--- config.mk ---
export PLATFORM = sky130hd
export DESIGN_NAME = serial_core_top
export DESIGN_NICKNAME = d
export VERILOG_FILES = /design/src/logic/serv_pkg.sv /design/src/logic/instr_decode.sv /design/src/logic/instr_fetch.sv /design/src/logic/instr_queue.sv /design/src/logic/serial_alu.sv /design/src/logic/reg_file.sv /design/src/logic/serial_exec.sv /design/src/logic/serial_core_top.sv
export SDC_FILE = /design/constraint.sdc
export NUM_CORES = 2
export LEC_CHECK = 0
export BUFFER_PORTS_ARGS = -buffer_cell sky130_fd_sc_hd__buf_2
export CAP_MARGIN = 20
export CORE_MARGIN = 2
export CORE_UTILIZATION = 35
export CTS_CLUSTER_SIZE = 16
export DETAILED_ROUTE_END_ITERATION = 8
export PLACE_DENSITY = 0.53
export SLEW_MARGIN = 20
export SYNTH_ARGS = -nofsm -noshare
export SYNTH_HDL_FRONTEND = slang
export SYNTH_SLANG_ARGS = --single-unit
--- constraint.sdc ---
create_clock -name clk -period 3.41 [get_ports clk]
set_input_delay 0.682 -clock clk [delete_from_list [all_inputs] [get_ports clk]]
set_output_delay 0.682 -clock clk [all_outputs]
set_load 0.1 [all_outputs]
--- src/logic/serv_pkg.sv ---
package serv_pkg;

   parameter int XLEN       = 32;
   parameter int REG_ADDR_W = 5;

   typedef logic [XLEN-1:0]       word_t;
   typedef logic [REG_ADDR_W-1:0] reg_addr_t;

   // ALU operation select, LUI passes operand B through
   typedef enum logic [2:0] {
      OP_ADD,
      OP_SUB,
      OP_AND,
      OP_OR,
      OP_XOR,
      OP_SLT,
      OP_SLTU,
      OP_LUI
   } alu_op_e;

   // One entry of the instruction queue
   typedef struct packed {
      word_t     pc;
      alu_op_e   op;
      reg_addr_t rd;
      reg_addr_t rs1;
      reg_addr_t rs2;
      word_t     imm;
      logic      use_imm;
      logic      illegal;
   } decoded_instr_t;

   // AXI4-Lite read address and read data payloads
   typedef struct packed {
      word_t      addr;
      logic [2:0] prot;
   } axil_ar_t;

   typedef struct packed {
      word_t      data;
      logic [1:0] resp;
   } axil_r_t;

   // Retire record, valid for one cycle per instruction
   typedef struct packed {
      logic      valid;
      word_t     pc;
      reg_addr_t rd;
      word_t     result;
      logic      wen;
      logic      illegal;
   } retire_t;

endpackage

--- src/logic/instr_decode.sv ---
`timescale 1ns/1ps

module instr_decode (
   input  serv_pkg::word_t          i_word,
   input  serv_pkg::word_t          i_pc,
   output serv_pkg::decoded_instr_t o_instr
);

   localparam logic [6:0] OPC_OP     = 7'b0110011;
   localparam logic [6:0] OPC_OP_IMM = 7'b0010011;
   localparam logic [6:0] OPC_LUI    = 7'b0110111;

   logic [6:0] opcode;
   logic [2:0] funct3;
   logic [6:0] funct7;

   assign opcode = i_word[6:0];
   assign funct3 = i_word[14:12];
   assign funct7 = i_word[31:25];

   always_comb begin
      o_instr.pc      = i_pc;
      o_instr.rd      = i_word[11:7];
      o_instr.rs1     = i_word[19:15];
      o_instr.rs2     = i_word[24:20];
      o_instr.imm     = {{20{i_word[31]}}, i_word[31:20]};
      o_instr.op      = serv_pkg::OP_ADD;
      o_instr.use_imm = 1'b0;
      o_instr.illegal = 1'b0;

      case (opcode)
         OPC_OP, OPC_OP_IMM: begin
            o_instr.use_imm = (opcode == OPC_OP_IMM);
            case (funct3)
               3'b000:  o_instr.op = serv_pkg::OP_ADD;
               3'b010:  o_instr.op = serv_pkg::OP_SLT;
               3'b011:  o_instr.op = serv_pkg::OP_SLTU;
               3'b100:  o_instr.op = serv_pkg::OP_XOR;
               3'b110:  o_instr.op = serv_pkg::OP_OR;
               3'b111:  o_instr.op = serv_pkg::OP_AND;
               // Shifts
               default: o_instr.illegal = 1'b1;
            endcase
            // Only ADD has a second encoding in funct7
            if (opcode == OPC_OP) begin
               if (funct7 == 7'b0100000 && funct3 == 3'b000) begin
                  o_instr.op = serv_pkg::OP_SUB;
               end else if (funct7 != 7'b0000000) begin
                  o_instr.illegal = 1'b1;
               end
            end
         end
         OPC_LUI: begin
            o_instr.op      = serv_pkg::OP_LUI;
            o_instr.use_imm = 1'b1;
            o_instr.imm     = {i_word[31:12], 12'b0};
         end
         default: o_instr.illegal = 1'b1;
      endcase
   end

endmodule

--- src/logic/instr_fetch.sv ---
`timescale 1ns/1ps

module instr_fetch #(
   parameter int              QUEUE_DEPTH = 4,
   parameter serv_pkg::word_t RESET_PC    = '0
) (
   input  logic                                   clk,
   input  logic                                   i_arst_n,
   input  logic                                   i_ar_ready,
   input  logic                                   i_r_valid,
   input  serv_pkg::axil_r_t                      i_r,
   input  logic [$clog2(QUEUE_DEPTH+1)-1:0]       i_free,
   output logic                                   o_ar_valid,
   output serv_pkg::axil_ar_t                     o_ar,
   output logic                                   o_r_ready,
   output logic                                   o_push,
   output serv_pkg::decoded_instr_t               o_instr
);

   localparam int CNT_W = $clog2(QUEUE_DEPTH + 1);

   serv_pkg::word_t          fetch_pc;
   serv_pkg::word_t          rsp_pc;
   logic                     ar_valid_q;
   logic [CNT_W-1:0]         out_cnt;
   logic [CNT_W:0]           claimed;
   logic                     credit;
   logic                     ar_fire;
   logic                     r_fire;
   serv_pkg::decoded_instr_t dec_instr;

   // Reads in flight plus the one currently offered on AR
   assign claimed = {1'b0, out_cnt} + (CNT_W + 1)'(ar_valid_q);
   assign credit  = {1'b0, i_free} > claimed;

   assign ar_fire = ar_valid_q & i_ar_ready;
   assign r_fire  = i_r_valid & o_r_ready;

   assign o_ar_valid = ar_valid_q;
   assign o_ar       = '{addr: fetch_pc, prot: 3'b000};
   assign o_r_ready  = (out_cnt != '0);
   assign o_push     = r_fire;

   always_ff @(posedge clk or negedge i_arst_n) begin
      if (!i_arst_n) begin
         ar_valid_q <= 1'b0;
         fetch_pc   <= RESET_PC;
         rsp_pc     <= RESET_PC;
         out_cnt    <= '0;
      end else begin
         // Hold until accepted, then raise again only with credit left
         ar_valid_q <= (ar_valid_q & ~i_ar_ready) | credit;
         if (ar_fire) begin
            fetch_pc <= fetch_pc + 32'd4;
         end
         // Responses return in order, so the oldest PC is a counter
         if (r_fire) begin
            rsp_pc <= rsp_pc + 32'd4;
         end
         case ({ar_fire, r_fire})
            2'b10:   out_cnt <= out_cnt + 1'b1;
            2'b01:   out_cnt <= out_cnt - 1'b1;
            default: out_cnt <= out_cnt;
         endcase
      end
   end

   instr_decode u_decode (
      .i_word  (i_r.data),
      .i_pc    (rsp_pc),
      .o_instr (dec_instr)
   );

   always_comb begin
      o_instr = dec_instr;
      // SLVERR or DECERR on the fetch
      if (i_r.resp != 2'b00) begin
         o_instr.illegal = 1'b1;
      end
   end

endmodule

--- src/logic/instr_queue.sv ---
`timescale 1ns/1ps

module instr_queue #(
   parameter type T     = logic,
   parameter int  DEPTH = 4
) (
   input  logic                         clk,
   input  logic                         i_arst_n,
   input  logic                         i_push,
   input  T                             i_data,
   input  logic                         i_pop,
   output logic                         o_valid,
   output T                             o_data,
   output logic [$clog2(DEPTH+1)-1:0]   o_free
);

   localparam int PTR_W = $clog2(DEPTH);
   localparam int CNT_W = $clog2(DEPTH + 1);

   T                 mem [DEPTH];
   logic [PTR_W-1:0] wr_ptr;
   logic [PTR_W-1:0] rd_ptr;
   logic [CNT_W-1:0] count;
   logic             do_pop;

   // Wrap for depths that are not a power of two
   function automatic logic [PTR_W-1:0] ptr_inc(input logic [PTR_W-1:0] ptr);
      return (ptr == PTR_W'(DEPTH - 1)) ? '0 : ptr + 1'b1;
   endfunction

   assign do_pop  = i_pop & o_valid;
   assign o_valid = (count != '0);
   assign o_data  = mem[rd_ptr];
   assign o_free  = CNT_W'(DEPTH) - count;

   always_ff @(posedge clk) begin
      if (i_push) begin
         mem[wr_ptr] <= i_data;
      end
   end

   always_ff @(posedge clk or negedge i_arst_n) begin
      if (!i_arst_n) begin
         wr_ptr <= '0;
         rd_ptr <= '0;
         count  <= '0;
      end else begin
         if (i_push) begin
            wr_ptr <= ptr_inc(wr_ptr);
         end
         if (do_pop) begin
            rd_ptr <= ptr_inc(rd_ptr);
         end
         count <= count + CNT_W'(i_push) - CNT_W'(do_pop);
      end
   end

endmodule

--- src/logic/serial_alu.sv ---
`timescale 1ns/1ps

module serial_alu #(
   parameter int W = 1
) (
   input  logic              clk,
   input  logic              i_arst_n,
   input  logic              i_start,
   input  serv_pkg::alu_op_e i_op,
   input  logic [W-1:0]      i_a,
   input  logic [W-1:0]      i_b,
   input  logic              i_last,
   output logic [W-1:0]      o_res,
   output logic              o_cmp
);

   logic         sub;
   logic         carry_q;
   logic         carry_in;
   logic [W-1:0] b_eff;
   logic [W:0]   sum;
   logic         lt;
   logic         cmp_q;

   // Compares are a subtract whose result is dropped
   assign sub = (i_op == serv_pkg::OP_SUB) || (i_op == serv_pkg::OP_SLT) ||
                (i_op == serv_pkg::OP_SLTU);

   assign b_eff    = sub ? ~i_b : i_b;
   assign carry_in = i_start ? sub : carry_q;
   assign sum      = {1'b0, i_a} + {1'b0, b_eff} + {{W{1'b0}}, carry_in};

   // Valid on the top slice only
   always_comb begin
      if (i_op == serv_pkg::OP_SLTU) begin
         lt = ~sum[W];
      end else if (i_a[W-1] ^ i_b[W-1]) begin
         lt = i_a[W-1];
      end else begin
         lt = sum[W-1];
      end
   end

   always_comb begin
      case (i_op)
         serv_pkg::OP_AND: o_res = i_a & i_b;
         serv_pkg::OP_OR:  o_res = i_a | i_b;
         serv_pkg::OP_XOR: o_res = i_a ^ i_b;
         serv_pkg::OP_LUI: o_res = i_b;
         default:          o_res = sum[W-1:0];
      endcase
   end

   always_ff @(posedge clk or negedge i_arst_n) begin
      if (!i_arst_n) begin
         carry_q <= 1'b0;
         cmp_q   <= 1'b0;
      end else begin
         carry_q <= sum[W];
         if (i_last) begin
            cmp_q <= lt;
         end
      end
   end

   assign o_cmp = cmp_q;

endmodule

--- src/logic/reg_file.sv ---
`timescale 1ns/1ps

module reg_file (
   input  logic                clk,
   input  logic                i_arst_n,
   input  serv_pkg::reg_addr_t i_raddr_a,
   input  serv_pkg::reg_addr_t i_raddr_b,
   input  logic                i_we,
   input  serv_pkg::reg_addr_t i_waddr,
   input  serv_pkg::word_t     i_wdata,
   output serv_pkg::word_t     o_rdata_a,
   output serv_pkg::word_t     o_rdata_b
);

   // x0 has no storage
   serv_pkg::word_t regs [1:31];

   always_ff @(posedge clk or negedge i_arst_n) begin
      if (!i_arst_n) begin
         for (int i = 1; i < 32; i++) begin
            regs[i] <= '0;
         end
      end else if (i_we && i_waddr != '0) begin
         regs[i_waddr] <= i_wdata;
      end
   end

   assign o_rdata_a = (i_raddr_a == '0) ? '0 : regs[i_raddr_a];
   assign o_rdata_b = (i_raddr_b == '0) ? '0 : regs[i_raddr_b];

endmodule

--- src/logic/serial_exec.sv ---
`timescale 1ns/1ps

module serial_exec #(
   parameter int W = 1
) (
   input  logic                     clk,
   input  logic                     i_arst_n,
   input  logic                     i_valid,
   input  serv_pkg::decoded_instr_t i_instr,
   output logic                     o_pop,
   output serv_pkg::retire_t        o_retire
);

   localparam int SLICES = serv_pkg::XLEN / W;
   localparam int CNT_W  = $clog2(SLICES);

   typedef enum logic [1:0] {ST_IDLE, ST_RUN, ST_RETIRE} state_e;

   state_e                   state_q;
   logic [CNT_W-1:0]         cnt_q;
   serv_pkg::decoded_instr_t instr_q;
   serv_pkg::word_t          op_a_q;
   serv_pkg::word_t          op_b_q;
   serv_pkg::word_t          res_q;
   serv_pkg::word_t          rdata_a;
   serv_pkg::word_t          rdata_b;
   serv_pkg::word_t          wdata;
   logic [W-1:0]             alu_res;
   logic                     alu_cmp;
   logic                     alu_start;
   logic                     alu_last;
   logic                     is_cmp;
   logic                     wen;
   logic                     rf_we;

   assign o_pop     = (state_q == ST_IDLE) & i_valid;
   assign alu_start = (state_q == ST_RUN) && (cnt_q == '0);
   assign alu_last  = (state_q == ST_RUN) && (cnt_q == CNT_W'(SLICES - 1));

   assign is_cmp = (instr_q.op == serv_pkg::OP_SLT) || (instr_q.op == serv_pkg::OP_SLTU);
   assign wen    = ~instr_q.illegal && (instr_q.rd != '0);
   assign rf_we  = (state_q == ST_RETIRE) & wen;
   assign wdata  = instr_q.illegal ? '0 :
                   is_cmp ? {{(serv_pkg::XLEN-1){1'b0}}, alu_cmp} : res_q;

   always_ff @(posedge clk or negedge i_arst_n) begin
      if (!i_arst_n) begin
         state_q <= ST_IDLE;
         cnt_q   <= '0;
      end else begin
         case (state_q)
            ST_IDLE: begin
               cnt_q <= '0;
               if (o_pop) begin
                  state_q <= ST_RUN;
               end
            end
            ST_RUN: begin
               cnt_q <= cnt_q + 1'b1;
               if (alu_last) begin
                  state_q <= ST_RETIRE;
               end
            end
            default: state_q <= ST_IDLE;
         endcase
      end
   end

   // Operands load on the pop, then shift LSB first
   always_ff @(posedge clk) begin
      if (o_pop) begin
         instr_q <= i_instr;
         op_a_q  <= rdata_a;
         op_b_q  <= i_instr.use_imm ? i_instr.imm : rdata_b;
      end else if (state_q == ST_RUN) begin
         op_a_q <= op_a_q >> W;
         op_b_q <= op_b_q >> W;
         res_q  <= {alu_res, res_q[serv_pkg::XLEN-1:W]};
      end
   end

   always_ff @(posedge clk or negedge i_arst_n) begin
      if (!i_arst_n) begin
         o_retire <= '0;
      end else begin
         o_retire.valid <= (state_q == ST_RETIRE);
         if (state_q == ST_RETIRE) begin
            o_retire.pc      <= instr_q.pc;
            o_retire.rd      <= instr_q.rd;
            o_retire.result  <= wdata;
            o_retire.wen     <= wen;
            o_retire.illegal <= instr_q.illegal;
         end
      end
   end

   reg_file u_reg_file (
      .clk       (clk),
      .i_arst_n  (i_arst_n),
      .i_raddr_a (i_instr.rs1),
      .i_raddr_b (i_instr.rs2),
      .i_we      (rf_we),
      .i_waddr   (instr_q.rd),
      .i_wdata   (wdata),
      .o_rdata_a (rdata_a),
      .o_rdata_b (rdata_b)
   );

   serial_alu #(
      .W (W)
   ) u_alu (
      .clk      (clk),
      .i_arst_n (i_arst_n),
      .i_start  (alu_start),
      .i_op     (instr_q.op),
      .i_a      (op_a_q[W-1:0]),
      .i_b      (op_b_q[W-1:0]),
      .i_last   (alu_last),
      .o_res    (alu_res),
      .o_cmp    (alu_cmp)
   );

endmodule

--- src/logic/serial_core_top.sv ---
`timescale 1ns/1ps

module serial_core_top #(
   parameter int              W           = 1,
   parameter int              QUEUE_DEPTH = 4,
   parameter serv_pkg::word_t RESET_PC    = '0
) (
   input  logic               clk,
   input  logic               i_arst_n,
   input  logic               i_ar_ready,
   input  logic               i_r_valid,
   input  serv_pkg::axil_r_t  i_r,
   output logic               o_ar_valid,
   output logic               o_r_ready,
   output serv_pkg::axil_ar_t o_ar,
   output serv_pkg::retire_t  o_retire
);

   localparam int FREE_W = $clog2(QUEUE_DEPTH + 1);

   logic                     push;
   serv_pkg::decoded_instr_t push_instr;
   logic [FREE_W-1:0]        free;
   logic                     q_valid;
   serv_pkg::decoded_instr_t q_instr;
   logic                     pop;

   instr_fetch #(
      .QUEUE_DEPTH (QUEUE_DEPTH),
      .RESET_PC    (RESET_PC)
   ) u_fetch (
      .clk        (clk),
      .i_arst_n   (i_arst_n),
      .i_ar_ready (i_ar_ready),
      .i_r_valid  (i_r_valid),
      .i_r        (i_r),
      .i_free     (free),
      .o_ar_valid (o_ar_valid),
      .o_ar       (o_ar),
      .o_r_ready  (o_r_ready),
      .o_push     (push),
      .o_instr    (push_instr)
   );

   instr_queue #(
      .T     (serv_pkg::decoded_instr_t),
      .DEPTH (QUEUE_DEPTH)
   ) u_queue (
      .clk      (clk),
      .i_arst_n (i_arst_n),
      .i_push   (push),
      .i_data   (push_instr),
      .i_pop    (pop),
      .o_valid  (q_valid),
      .o_data   (q_instr),
      .o_free   (free)
   );

   serial_exec #(
      .W (W)
   ) u_exec (
      .clk      (clk),
      .i_arst_n (i_arst_n),
      .i_valid  (q_valid),
      .i_instr  (q_instr),
      .o_pop    (pop),
      .o_retire (o_retire)
   );

endmodule

==> results by group <==
Clock network
  • CTS tree: yes
  • Htree depth: 4
  • CTS sink cnt: between 1500 and 2000
  • Bufs on Longest Clock Path: 3
  • CTS root buf: clkbuf_16
  • Clock Latency Late Sink: 0.85 ns
  • CTS Buf Count: 173
  • Clock transition at path regs: 0.06 ns

Route
  • DRT Wirelength: approximately 270 mm
  • Routed Antenna Nets: 0
  • Detailed Route Iter0 Violations: 5419
  • DRC violations left: 0
  • Vias per cell: 5.66
  • DRT Pass-1 Iters: 8
  • Via count: 55300
  • Routed wire per std cell: 27.2 um

Floorplanning
  • Starting density of the core: 0.353
  • Die W: 470 um
  • Ports: 147
  • Chip height: 470 um
  • Core Rows: 170
  • Core area: ~220000 um2
  • Die area: 221000 um2

Logic synthesis
  • Cells after Synth: 6743
  • Yosys warns: 0
  • Largest area contributor in the netlist: dfrtp_1
  • Top cells by area, synth: dfrtp_1, edfxtp_1, mux2i_1, mux4_2, nand2_1
  • Synth top area share: 0.377
  • Post-synthesis sequential area ratio: 0.560
  • Avg Cell Area, Syn: around 11 um2
  • EDFF count, synth: approximately 460
  • Async set-or-reset flop fraction in the synthesized netlist: 0.712
  • Prevailing post-synth register cell: dfrtp_1
  • FF+latch count, synth: around 1600
  • Library cells used by synthesis: 70
  • Mapped Area: 75900 um2

Cells and area
  • Area occupied by multi-input gates: 31000 um2
  • Area grow syn2layout: 15.5%
  • Number of fillers in the final layout: around 20000
  • Nets: slightly below 7000
  • Layout cell share with drive strength beyond 1: 0.158
  • Commonest non-fill, non-tap cell in the layout: nand2_1
  • Commonest non-fill, non-tap cells in the layout: nand2_1, dfrtp_1, o21ai_0
  • Final core area utilization: 0.408
  • Register area: 42500 um2

Critical path
  • CP Launch Type: flip-flop
  • Crit path largest cell delay: 0.79 ns
  • R2R Path End: u_exec.op_b_q[4]
  • CP Cell Sequence: mux4_2, buf_4, nand2_1, nor2_4, buf_4, a32oi_1, o211ai_1, a221o_1
  • Slack of the worst reg-to-reg path: 0.09 ns
  • WP data required: 4.07 ns
  • CP max-delay cell: nor2_4
  • Worst reg2reg startpoint: u_queue.rd_ptr[0]
  • Arr. time, crit path: around 4 ns
  • Reg2reg path depth: 8
  • CP dominant cell by count: buf_4
  • Crit Path Category: flip-flop to flip-flop
  • Setup crit end kind: flip-flop
  • CP max FO: 15

Power and ir drop
  • Worst VDD drop: 0.708 mV
  • Power density over cell area: 792 nW/um2
  • Leakage: 37.1 nW
  • Final Power: approximately 0.07 W

Place
  • GPL Wtd Cong: around 0.9
  • Detailed Place HPWL: ~170 mm
  • Number of port buffers: between 100 and 150

STA
  • Finish-stage setup viols: 0
  • RSZ-0062 raised after global routing: false
  • Final min period: 3.32 ns
  • Max-slew violation count: 0
  • Slew @ Worst Pin: about 1.1 ns
  • Fmax: 302 MHz
  • Slew Limit Headroom: 0.234
  • TNS Setup: 0 ns
  • Setup Skew: 0.0663 ns
  • Final worst-path cycle share: 0.972
  • Fin. Hold Viols: 0

Hold path
  • Hold WC Path Type: input pin to flip-flop
  • Hold path endpoint: u_queue.mem[0][45]
  • Worst hold stages: 1
  • Hold Crit Start: i_r[10]

Global routing
  • Initial antenna violation count: 9
  • Grt total ovfl: 0
  • First-pass GRT wire length: between 300 and 400 mm
  • Largest net degree at the start of global routing: around 110
  • Vias in the first global route: 54200
  • Total GRT Usage: 0.237

Job
  • Maxcap violations: 0

Run status
  • Outcome: finished, final reports clean
==> layout make-up <==
cell class,count,share of cell area
flip-flops and latches,1605,0.485
multi-input cells,4499,0.353
clock buffers,248,0.0572
repair buffers,455,0.0515
well taps,2838,0.0405
clock inverters,74,0.0111
inverters,36,0.00154
diodes,5,0.000143
==> per-layer routing <==
metal | vias to the layer above | share of wire | GRT usage
li1 | 24400 | - | -
met1 | 28200 | 0.44 | 0.335
met2 | 2206 | 0.45 | 0.363
met3 | 456 | 0.077 | 0.0487
met4 | 8 | 0.033 | 0.0774
met5 | - | 0.00018 | 0
==> worst max path at each step <==
stage,slack (ns),start,depth (start not counted),end
final,0.09,u_queue.rd_ptr[0],8,u_exec.op_b_q[4]
after global routing,0.08,u_queue.rd_ptr[0],8,u_exec.op_b_q[2]
after CTS,0.07,u_queue.rd_ptr[0],8,u_exec.op_b_q[23]
after detailed placement,0.10,u_queue.rd_ptr[0],8,u_exec.op_b_q[23]
after global placement,0.11,u_queue.rd_ptr[0],8,u_exec.op_b_q[23]
after floorplan,0.15,u_queue.count[1],7,u_exec.op_a_q[0]
==> cell families (layout without fill, tap and decap cells) <==
kind of cell,Yosys count,count (layout),synth area share
compound gates,1623,1623,0.125
xor+xnor,66,66,0.00762
fa+ha+maj,25,25,0.00442
buf+inv,645,813,0.0377
flops,1605,1605,0.560
mux,927,927,0.163
other cells,1,12,0.0000494
simple gates,1851,1851,0.103
==> synth_stat cells (all sizes together) (2+ instances only) <==
cell    number
nand3       25
and4        39
or3          2
nor3b        3
a21o        25
and3b        2
o22ai       36
mux4       244
and2        24
a32oi       60
nor2       126
a22oi       60
or4          2
ha          22
nor4b        3
o21ai     1103
o221ai      30
xnor2       46
clkbuf     450
nand4       11
xor2        20
and3        74
nand2     1409
nand2b      10
buf        159
nor3        45
a22o         4
mux2i      632
mux2        51
a221oi      31
or2          5
a31oi       32
o311ai       3
o31ai        3
inv         36
edfxtp     463
nor2b       67
a211oi      64
a21oi       69
o32ai       30
fa           3
a221o       31
dfrtp     1142
o211ai      33
==> worst max-delay path: cells and delay by family (launching register included) <==
family	cells	cell delay (ns)
flip-flops	1	0.58
multiplexers	1	0.48
AND/OR/NAND/NOR	2	0.94
buffers and inverters	2	0.72
AO/OA/AOI/OAI	3	0.40
==> stage by stage <==
stage | hold slack, ns | cells | area (um2) | setup slack, ns
3_5_place_dp | 0.422 | 9431 | 81600 | 0.103
4_1_cts | 0.00467 | 9754 | 87600 | 0.0663
3_3_place_gp | 0.423 | 9430 | 81600 | 0.108
6_report | 0.0601 | 9760 | 87700 | 0.0943
2_1_floorplan | 0.386 | 6749 | 75900 | 0.149
5_1_grt | 0.0385 | 9755 | 87600 | 0.0805
==> report_power, final <==
group | internal, W | switching, W
logic | 0.00898 | 0.0179
registers | 0.0219 | 0.000817
clock network | 0.0115 | 0.00836
==> state kept, by name, indices dropped and copies added (netlist names), 3 cells and up <==
register                cells
u_queue.mem               328
u_fetch.fetch_pc           30
u_fetch.out_cnt             3
u_exec.cnt_q                5
u_exec.op_a_q              32
u_exec.o_retire            70
u_queue.count               3
u_exec.u_reg_file.regs    992
u_exec.op_b_q              32
u_exec.instr_q             39
u_fetch.rsp_pc             30
u_exec.res_q               32
==> what timing repair did <==
action,4_1_cts,5_1_grt
hold endpoints to repair,23,0
buffers inserted,0,1
hold buffers,1,0
gates resized for setup,0,1
setup endpoints to repair,0,3
(Power assumes the default switching activity.)
